[src/core_pkg.sv]
/*
 * core package
 * widths, opcode and status encodings, and the packed structs that
 * carry instructions from dispatch through the lanes to commit
 */

package core_pkg;

	//////////////////////////////////////////////////
	// widths and default sizes
	//////////////////////////////////////////////////

	// data path width
	parameter int XLEN = 32;

	// issue width and rob size, top level may override
	parameter int DEFAULT_WAYS = 2;
	// power of two, up to 32
	parameter int DEFAULT_ROB_DEPTH = 16;

	// 5 bits covers any legal rob depth
	typedef logic [4:0] rob_idx_t;
	typedef logic [4:0] reg_idx_t;

	//////////////////////////////////////////////////
	// encodings
	//////////////////////////////////////////////////

	typedef enum logic [2:0] {
		alu_add,
		alu_sub,
		alu_and,
		alu_or,
		alu_xor,
		alu_slt,
		alu_mul
	} alu_op_e;

	// core status, latched by the rob
	typedef enum logic [1:0] {
		no_error,
		halted_on_wfi,
		illegal_inst
	} error_status_e;

	//////////////////////////////////////////////////
	// structs
	//////////////////////////////////////////////////

	// decoded instruction with operand values already read
	typedef struct packed {
		logic            valid;
		alu_op_e         op;
		logic [XLEN-1:0] opa;
		logic [XLEN-1:0] opb;
		reg_idx_t        dest_reg;
		logic            reg_write;
		logic            halt;
		logic            illegal;
	} dispatch_slot_t;

	// what a lane sees, instruction stamped with its rob slot
	typedef struct packed {
		dispatch_slot_t slot;
		rob_idx_t       rob_idx;
	} lane_entry_t;

	// result broadcast from a lane
	typedef struct packed {
		logic            valid;
		rob_idx_t        rob_idx;
		logic [XLEN-1:0] result;
		logic            spare;
	} cdb_t;

	// retired instruction
	typedef struct packed {
		logic            valid;
		reg_idx_t        dest_reg;
		logic            reg_write;
		logic [XLEN-1:0] data;
	} commit_t;

endpackage

[src/alu_lane.sv]
/*
 * execution lane
 * single cycle alu ops plus a multiply that holds the lane for
 * MUL_CYCLES cycles, result broadcast as a one cycle pulse
 * MUL_CYCLES is expected to be 2 or more
 */

`timescale 1ns/100ps

module alu_lane #(
	parameter int MUL_CYCLES = 4
) (
	input  logic                  clock,
	input  logic                  reset,
	input  core_pkg::lane_entry_t entry,
	output logic                  busy,
	output core_pkg::cdb_t        result
);

	import core_pkg::*;

	localparam int CNT_W = $clog2(MUL_CYCLES + 1);

	logic             is_mul;
	logic [XLEN-1:0]  alu_out;

	// multiply countdown state
	logic [CNT_W-1:0] mul_count;
	logic [XLEN-1:0]  mul_a;
	logic [XLEN-1:0]  mul_b;
	rob_idx_t         mul_idx;
	logic [XLEN-1:0]  mul_low;

	// broadcast register
	logic             res_valid;
	rob_idx_t         res_idx;
	logic [XLEN-1:0]  res_data;

	assign is_mul = entry.slot.valid && (entry.slot.op == alu_mul);

	// high from the cycle a mul shows up until dispatch may refill the lane
	// last countdown cycle is free since the new entry lands one edge later
	assign busy = is_mul || (mul_count > CNT_W'(1));

	//////////////////////////////////////////////////
	// single cycle ops
	//////////////////////////////////////////////////

	always_comb begin
		case (entry.slot.op)
			alu_add: alu_out = entry.slot.opa + entry.slot.opb;
			alu_sub: alu_out = entry.slot.opa - entry.slot.opb;
			alu_and: alu_out = entry.slot.opa & entry.slot.opb;
			alu_or:  alu_out = entry.slot.opa | entry.slot.opb;
			alu_xor: alu_out = entry.slot.opa ^ entry.slot.opb;
			// signed compare
			alu_slt: alu_out = {{(XLEN-1){1'b0}},
				($signed(entry.slot.opa) < $signed(entry.slot.opb))};
			default: alu_out = '0;
		endcase
	end

	// low half of the product only
	assign mul_low = mul_a * mul_b;

	//////////////////////////////////////////////////
	// control
	//////////////////////////////////////////////////

	always_ff @(posedge clock) begin
		if (reset) begin
			res_valid <= 1'b0;
			mul_count <= '0;
		end else begin
			res_valid <= 1'b0;
			if (mul_count != '0) begin
				mul_count <= mul_count - 1'b1;
			end
			// count ending, release the product
			if (mul_count == CNT_W'(1)) begin
				res_valid <= 1'b1;
			end
			if (is_mul) begin
				mul_count <= CNT_W'(MUL_CYCLES - 1);
			end else if (entry.slot.valid) begin
				res_valid <= 1'b1;
			end
		end
	end

	// operands and result data
	always_ff @(posedge clock) begin
		if (is_mul) begin
			mul_a   <= entry.slot.opa;
			mul_b   <= entry.slot.opb;
			mul_idx <= entry.rob_idx;
		end
		if (entry.slot.valid && !is_mul) begin
			res_data <= alu_out;
			res_idx  <= entry.rob_idx;
		end else if (mul_count == CNT_W'(1)) begin
			res_data <= mul_low;
			res_idx  <= mul_idx;
		end
	end

	assign result.valid   = res_valid;
	assign result.rob_idx = res_idx;
	assign result.result  = res_data;
	assign result.spare   = 1'b0;

endmodule

[src/dispatch_reg.sv]
/*
 * dispatch register
 * single stall point of the core: takes a bundle when the rob has
 * room and every lane is idle, stamps each valid slot with its rob
 * index and presents the result to the lanes and the rob
 */

`timescale 1ns/100ps

module dispatch_reg #(
	parameter int WAYS      = 2,
	parameter int ROB_DEPTH = 16
) (
	input  logic                                       clock,
	input  logic                                       reset,
	input  core_pkg::dispatch_slot_t [WAYS-1:0]        dispatch_bundle,
	input  core_pkg::rob_idx_t                         rob_tail,
	input  logic [$clog2(ROB_DEPTH):0]                 rob_num_free,
	input  logic [WAYS-1:0]                            lane_busy,
	input  logic                                       rob_stopped,
	output logic                                       dispatch_ready,
	output core_pkg::lane_entry_t [WAYS-1:0]           lane_entries
);

	import core_pkg::*;

	localparam int IDX_W = $clog2(ROB_DEPTH);
	localparam int CNT_W = IDX_W + 1;

	lane_entry_t [WAYS-1:0] stamped;
	logic [IDX_W-1:0]       offset;
	logic [IDX_W-1:0]       slot_idx;

	//////////////////////////////////////////////////
	// stall decision
	//////////////////////////////////////////////////

	// room for a full bundle, no multiply in flight, no halt seen
	assign dispatch_ready = (rob_num_free >= CNT_W'(WAYS)) &&
		!(|lane_busy) && !rob_stopped;

	//////////////////////////////////////////////////
	// rob index stamping
	//////////////////////////////////////////////////

	// slot i gets tail plus i, counting valid slots only
	// so a hole in the bundle does not leave a dead rob entry
	always_comb begin
		offset   = '0;
		slot_idx = '0;
		for (int i = 0; i < WAYS; i++) begin
			// wraps at rob depth through the narrow sum
			slot_idx           = rob_tail[IDX_W-1:0] + offset;
			stamped[i].slot    = dispatch_bundle[i];
			stamped[i].rob_idx = rob_idx_t'(slot_idx);
			if (dispatch_bundle[i].valid) begin
				offset = offset + 1'b1;
			end
		end
	end

	// id/ex style register, bubbles when not taking a bundle
	always_ff @(posedge clock) begin
		if (reset || !dispatch_ready) begin
			lane_entries <= '0;
		end else begin
			lane_entries <= stamped;
		end
	end

endmodule

[src/ooo_core.sv]
/*
 * out-of-order core, back half
 * dispatch register feeding WAYS execution lanes whose results
 * broadcast to a reorder buffer that retires in program order
 */

`timescale 1ns/100ps

module ooo_core #(
	parameter int WAYS       = core_pkg::DEFAULT_WAYS,
	parameter int ROB_DEPTH  = core_pkg::DEFAULT_ROB_DEPTH,
	parameter int MUL_CYCLES = 4
) (
	input  logic                                clock,
	input  logic                                reset,
	input  core_pkg::dispatch_slot_t [WAYS-1:0] dispatch_bundle,
	output logic                                dispatch_ready,
	output core_pkg::commit_t [WAYS-1:0]        commit_bundle,
	output logic [3:0]                          completed_insts,
	output core_pkg::error_status_e             error_status
);

	import core_pkg::*;

	// dispatch to lanes and rob
	lane_entry_t [WAYS-1:0]      lane_entries;
	logic [WAYS-1:0]             lane_busy;
	// result broadcast
	cdb_t [WAYS-1:0]             results;
	// rob back to dispatch
	rob_idx_t                    rob_tail;
	logic [$clog2(ROB_DEPTH):0]  rob_num_free;
	logic                        rob_stopped;

	//////////////////////////////////////////////////
	// dispatch
	//////////////////////////////////////////////////

	dispatch_reg #(
		.WAYS      (WAYS),
		.ROB_DEPTH (ROB_DEPTH)
	) i_dispatch_reg (
		.clock           (clock),
		.reset           (reset),
		.dispatch_bundle (dispatch_bundle),
		.rob_tail        (rob_tail),
		.rob_num_free    (rob_num_free),
		.lane_busy       (lane_busy),
		.rob_stopped     (rob_stopped),
		.dispatch_ready  (dispatch_ready),
		.lane_entries    (lane_entries)
	);

	//////////////////////////////////////////////////
	// execution lanes, one per slot
	//////////////////////////////////////////////////

	for (genvar i = 0; i < WAYS; i++) begin : g_lane
		alu_lane #(
			.MUL_CYCLES (MUL_CYCLES)
		) i_alu_lane (
			.clock  (clock),
			.reset  (reset),
			.entry  (lane_entries[i]),
			.busy   (lane_busy[i]),
			.result (results[i])
		);
	end

	//////////////////////////////////////////////////
	// reorder buffer
	//////////////////////////////////////////////////

	rob #(
		.WAYS      (WAYS),
		.ROB_DEPTH (ROB_DEPTH)
	) i_rob (
		.clock           (clock),
		.reset           (reset),
		.alloc           (lane_entries),
		.results         (results),
		.tail            (rob_tail),
		.num_free        (rob_num_free),
		.stopped         (rob_stopped),
		.commit_bundle   (commit_bundle),
		.completed_insts (completed_insts),
		.error_status    (error_status)
	);

endmodule

[src/rob.sv]
/*
 * reorder buffer
 * circular buffer filled in program order from the dispatch register,
 * marked done by lane results, retiring up to WAYS entries per cycle
 * from the head; halt or illegal stops commit and sets the status
 */

`timescale 1ns/100ps

module rob #(
	parameter int WAYS      = 2,
	parameter int ROB_DEPTH = 16
) (
	input  logic                                 clock,
	input  logic                                 reset,
	input  core_pkg::lane_entry_t [WAYS-1:0]     alloc,
	input  core_pkg::cdb_t [WAYS-1:0]            results,
	output core_pkg::rob_idx_t                   tail,
	output logic [$clog2(ROB_DEPTH):0]           num_free,
	output logic                                 stopped,
	output core_pkg::commit_t [WAYS-1:0]         commit_bundle,
	output logic [3:0]                           completed_insts,
	output core_pkg::error_status_e              error_status
);

	import core_pkg::*;

	localparam int IDX_W = $clog2(ROB_DEPTH);
	localparam int CNT_W = IDX_W + 1;

	// pointers and occupancy
	logic [IDX_W-1:0] head_reg;
	logic [IDX_W-1:0] tail_reg;
	logic [IDX_W-1:0] tail_next;
	logic [CNT_W-1:0] free_reg;
	logic [CNT_W-1:0] free_next;
	logic [CNT_W-1:0] used;
	logic             stopped_reg;
	error_status_e    status_reg;

	// entry storage
	logic [ROB_DEPTH-1:0] ent_done;
	logic [ROB_DEPTH-1:0] ent_reg_write;
	logic [ROB_DEPTH-1:0] ent_halt;
	logic [ROB_DEPTH-1:0] ent_illegal;
	reg_idx_t             ent_dest [ROB_DEPTH];
	logic [XLEN-1:0]      ent_data [ROB_DEPTH];

	logic [CNT_W-1:0] n_alloc;
	logic [CNT_W-1:0] n_commit;
	logic             halt_hit;
	logic             illegal_hit;

	//////////////////////////////////////////////////
	// allocation side
	//////////////////////////////////////////////////

	always_comb begin
		n_alloc = '0;
		for (int i = 0; i < WAYS; i++) begin
			if (alloc[i].slot.valid) begin
				n_alloc = n_alloc + 1'b1;
			end
		end
	end

	// dispatch stamps against the tail after this cycle's allocations
	assign tail_next = tail_reg + n_alloc[IDX_W-1:0];
	assign tail      = rob_idx_t'(tail_next);
	assign free_next = free_reg - n_alloc + n_commit;
	assign num_free  = free_next;
	assign used      = CNT_W'(ROB_DEPTH) - free_reg;

	//////////////////////////////////////////////////
	// in-order commit from the head
	//////////////////////////////////////////////////

	always_comb begin
		logic             going;
		logic [IDX_W-1:0] idx;
		going       = !stopped_reg;
		n_commit    = '0;
		halt_hit    = 1'b0;
		illegal_hit = 1'b0;
		for (int i = 0; i < WAYS; i++) begin
			idx              = head_reg + IDX_W'(i);
			commit_bundle[i] = '0;
			// occupied and finished, stop at the first gap
			if (going && (CNT_W'(i) < used) && ent_done[idx]) begin
				commit_bundle[i].valid     = 1'b1;
				commit_bundle[i].dest_reg  = ent_dest[idx];
				commit_bundle[i].reg_write = ent_reg_write[idx] &&
					!ent_halt[idx] && !ent_illegal[idx];
				commit_bundle[i].data      = ent_data[idx];
				n_commit                   = n_commit + 1'b1;
				// younger slots wait forever behind a halt
				if (ent_halt[idx] || ent_illegal[idx]) begin
					going       = 1'b0;
					halt_hit    = ent_halt[idx];
					illegal_hit = ent_illegal[idx];
				end
			end else begin
				going = 1'b0;
			end
		end
	end

	assign completed_insts = 4'(n_commit);
	assign stopped         = stopped_reg;
	assign error_status    = status_reg;

	//////////////////////////////////////////////////
	// state update
	//////////////////////////////////////////////////

	always_ff @(posedge clock) begin
		if (reset) begin
			head_reg    <= '0;
			tail_reg    <= '0;
			free_reg    <= CNT_W'(ROB_DEPTH);
			stopped_reg <= 1'b0;
			status_reg  <= no_error;
			ent_done    <= '0;
		end else begin
			head_reg <= head_reg + n_commit[IDX_W-1:0];
			tail_reg <= tail_next;
			free_reg <= free_next;
			// illegal outranks halt on the same entry
			if (illegal_hit) begin
				stopped_reg <= 1'b1;
				status_reg  <= illegal_inst;
			end else if (halt_hit) begin
				stopped_reg <= 1'b1;
				status_reg  <= halted_on_wfi;
			end
			for (int i = 0; i < WAYS; i++) begin
				if (alloc[i].slot.valid) begin
					ent_done[alloc[i].rob_idx[IDX_W-1:0]] <= 1'b0;
				end
			end
			// results never target an entry allocated this edge
			for (int i = 0; i < WAYS; i++) begin
				if (results[i].valid) begin
					ent_done[results[i].rob_idx[IDX_W-1:0]] <= 1'b1;
				end
			end
		end
	end

	// entry payload
	always_ff @(posedge clock) begin
		for (int i = 0; i < WAYS; i++) begin
			if (alloc[i].slot.valid) begin
				ent_dest[alloc[i].rob_idx[IDX_W-1:0]]      <= alloc[i].slot.dest_reg;
				ent_reg_write[alloc[i].rob_idx[IDX_W-1:0]] <= alloc[i].slot.reg_write;
				ent_halt[alloc[i].rob_idx[IDX_W-1:0]]      <= alloc[i].slot.halt;
				ent_illegal[alloc[i].rob_idx[IDX_W-1:0]]   <= alloc[i].slot.illegal;
			end
		end
		for (int i = 0; i < WAYS; i++) begin
			if (results[i].valid) begin
				ent_data[results[i].rob_idx[IDX_W-1:0]] <= results[i].result;
			end
		end
	end

endmodule

[config.mk]
export PLATFORM = sky130hd
export DESIGN_NAME = ooo_core
export DESIGN_NICKNAME = d
export VERILOG_FILES = /design/src/core_pkg.sv /design/src/alu_lane.sv /design/src/dispatch_reg.sv /design/src/ooo_core.sv /design/src/rob.sv
export SDC_FILE = /design/constraint.sdc
export NUM_CORES = 2
export LEC_CHECK = 0
export ABC_AREA = 0
export BUFFER_PORTS_ARGS = -buffer_cell sky130_fd_sc_hd__buf_2
export CAP_MARGIN = 20
export CORE_ASPECT_RATIO = 1.25
export CORE_MARGIN = 2
export CORE_UTILIZATION = 55
export CTS_BUF_LIST = sky130_fd_sc_hd__clkbuf_4 sky130_fd_sc_hd__clkbuf_8
export DETAILED_ROUTE_END_ITERATION = 12
export PLACE_DENSITY = 0.72
export SLEW_MARGIN = 20
export SYNTH_ARGS = -nofsm -noshare
export SYNTH_HDL_FRONTEND = slang
export SYNTH_SLANG_ARGS = --single-unit
[constraint.sdc]
create_clock -name clock -period 12.7 [get_ports clock]
set_input_delay 2.54 -clock clock [delete_from_list [all_inputs] [get_ports clock]]
set_output_delay 2.54 -clock clock [all_outputs]
set_load 0.02 [all_outputs]
==> results.sh <==
export IMPL_clkTransAtPathRegs_ps=70
export IMPL_finalSetupTns_ps=0
export IMPL_finalSetupViolCount=0
export IMPL_reg2reg_from="g_lane[1].i_alu_lane.mul_a[7]"
export IMPL_synth_edf_count=800
export IMPL_die_y_um=460
export IMPL_cts_hold_fix_buffers=0
export IMPL_routed_via_density=6.21
export IMPL_muxShareOfSynthArea_pct=17.2
export IMPL_dpl_hpwl_mm=191
export IMPL_async_flop_share_pct=0
export IMPL_synth_simple_gate_area_share_pct=11.8
export IMPL_critical_path_arrival_ps=7030
export IMPL_path_class="reg -> out"
export IMPL_fp_dieW_um=369
export IMPL_final_cells=10500
export IMPL_routed_wl_mm=277
export IMPL_drc=0
export IMPL_drt_iter0_drc=6945
export IMPL_htreeDepth=4
export IMPL_hold_depth=2
export IMPL_final_common_cell="inv_1"
export IMPL_area_growth_pct=7.27
export IMPL_hold_class="reg -> reg"
export IMPL_start_kind="register"
export IMPL_critPathCaptureType="primary output"
export IMPL_synth_flop_cell="edfxtp_1"
export IMPL_nets=9578
export IMPL_clock_latency_ps=960
export IMPL_synth_top_family_by_area="adder cells"
export IMPL_clock_sinks=1048
export IMPL_power_per_cell_area_mw_per_mm2=153
export IMPL_drive_gt1_share_pct=20.4
export IMPL_yosysWarningCount=0
export IMPL_clock_fmax_mhz=104
export IMPL_relSlewSlack_pct=23.3
export IMPL_num_vias=65000
export IMPL_total_power_w=0.0150
export IMPL_maxCapViolations=0
export IMPL_portBuffers=236
export IMPL_fill_cells=13500
export IMPL_rows=167
export IMPL_min_period_over_period_pct=75.4
export IMPL_crit_end="dispatch_ready"
export IMPL_largest_register_ffs=512
export IMPL_start_util_pct=55.2
export IMPL_clock_path_buffers=3
export IMPL_required_ps=10160
export IMPL_grt_max_degree=123
export IMPL_numCtsBuffers=168
export IMPL_r2r_worst_path_cells=25
export IMPL_worstMarginPinSlew_ps=1140
export IMPL_status="complete, no violations"
export IMPL_cts_tree="yes"
export IMPL_die_area_mm2=0.170
export IMPL_placedCellCount=10200
export IMPL_regArea_mm2=0.0290
export IMPL_avgRoutedWirePerCell_um=26.5
export IMPL_hold_violations=0
export IMPL_routabilityCongestion=0.942
export IMPL_rsz0062_at_grt="no"
export IMPL_synth_xor_xnor_area_share_pct=2.30
export IMPL_io_pins=239
export IMPL_post_dp_cell_area_mm2=0.0946
export IMPL_synth_fa_ha_area_share_pct=24.3
export IMPL_synth_compound_area_share_pct=6.21
export IMPL_peakVddDrop_v=0.000149
export IMPL_cts_resized=0
export IMPL_r2r_end="g_lane[1].i_alu_lane.res_data[30]"
export IMPL_postLayoutCellArea_mm2=0.0981
export IMPL_fin_crit_ps=9570
export IMPL_grt_usage_pct=32.9
export IMPL_cts_root_buf="clkbuf_8"
export IMPL_preCtsSetupSlack_ps=4070
export IMPL_reg2reg_slack_ps=4550
export IMPL_design_core_area_mm2=0.165
export IMPL_cp_max_fo=51
export IMPL_slew_viol_final=0
export IMPL_antenna_found_initial=19
export IMPL_synth_cell_type_count=88
export IMPL_p_leak_nw=39.6
export IMPL_final_cell_mix="975 x inv_1, 824 x fa_1, 807 x nand2_1, 800 x edfxtp_1, 781 x and2_1"
export IMPL_synth_seq_area_share_pct=31.7
export IMPL_syn_cell_area_mm2=0.0914
export IMPL_grt_first_pass_wirelength_mm=416
export IMPL_syn_inst=8175
export IMPL_multi_input_area_mm2=0.0569
export IMPL_drt_first_pass_iters=6
export IMPL_gr_total_overflow=0
export IMPL_postCtsSetupBuffers=0
export IMPL_ys_ff_latch=1048
export IMPL_layout_setup_ws_ps=3130
export IMPL_syn_avg_cell_area_um2=11.2
export IMPL_grt_pass1_vias=67900
export IMPL_skew_ps=55.9
export IMPL_detail_route_antenna_nets=0
export IMPL_cp_startpoint="i_rob.head_reg[0]"
[where the power goes]
group | total, W | internal [W] | leakage, nW | switching (W)
Clock | 0.00307 | 0.00161 | 1.84 | 0.00146
Combinational | 0.00633 | 0.00269 | 28.5 | 0.00364
Sequential | 0.00556 | 0.00454 | 9.30 | 0.00103
[worst max-delay path: stages (launching register included)]
cell,delay (ps)
dfxtp_4,960
buf_4,800
mux4_2,410
mux4_2,520
or3_1,440
nor2_4,130
ha_1,220
inv_1,110
fa_1,590
inv_1,50
ha_1,270
a21o_1,190
a21oi_1,170
xor2_1,210
nor2_1,80
nand3_1,80
nand4_1,280
inv_1,340
buf_2,230
[cells by family (layout without fill, tap and decap cells)]
logic type,count (synthesis),count (layout)
compound gates,860,860
fa+ha+maj,1284,1284
xor+xnor,240,240
buf+inv,1551,1647
other cells,1,10
simple gates,2162,2162
flops,1048,1048
mux,1029,1029
[worst min-delay path by stage]
stage	startpoint	to	slack [ps]
floorplan	i_dispatch_reg.lane_entries[1]	g_lane[0].i_alu_lane.mul_idx[1]	410
global placement	i_rob.error_status[1]	i_rob.error_status[1]	450
detailed placement	i_rob.error_status[1]	i_rob.error_status[1]	450
CTS	i_rob.error_status[1]	i_rob.error_status[1]	460
global route	i_rob.error_status[1]	i_rob.error_status[1]	500
finish	i_rob.error_status[1]	i_rob.error_status[1]	450
[synthesized netlist by cell type (all sizes together) (73+ instances only)]
cell	count	area share (%)
mux2	595	7.3
dfxtp	248	5.4
o21ai	160	0.88
o22ai	82	0.56
a21oi	218	1.2
edfxtp	800	26
and2	781	5.3
xnor2	179	1.7
buf	84	0.40
mux4	371	9.1
clkbuf	489	2.0
nor2b	78	0.53
nand3	73	0.40
fa	824	18
ha	460	6.3
nor2	224	0.92
inv	977	4.0
nand2	809	3.3
[per-layer routing]
layer | share of wire (%) | vias to the layer above | global-route usage (%)
met1 | 37 | 33000 | 41.7
met3 | 8.8 | 889 | 5.39
li1 | - | 27700 | -
met5 | 0.018 | - | 0
met2 | 48 | 3400 | 54.9
met4 | 5.7 | 6 | 16.6
[final cells by class]
| cell class | instances | area share (%) |
|---|---|---|
| multi-input combinational | 5577 | 58.1 |
| sequential | 1048 | 29.6 |
| inverter | 978 | 3.74 |
| clock buffer | 234 | 2.95 |
| tap | 2197 | 2.80 |
| timing repair buffer | 367 | 2.23 |
| clock inverter | 68 | 0.606 |
| antenna | 8 | 0.0204 |
[through the flow]
stage | util (%) | hold slack (ps)
2_1_floorplan | - | 406
3_3_place_gp | 57.1 | 447
3_5_place_dp | 57.1 | 449
4_1_cts | 59.2 | 458
5_1_grt | 59.3 | 501
6_report | 59.3 | 455
(Power assumes the default switching activity.)
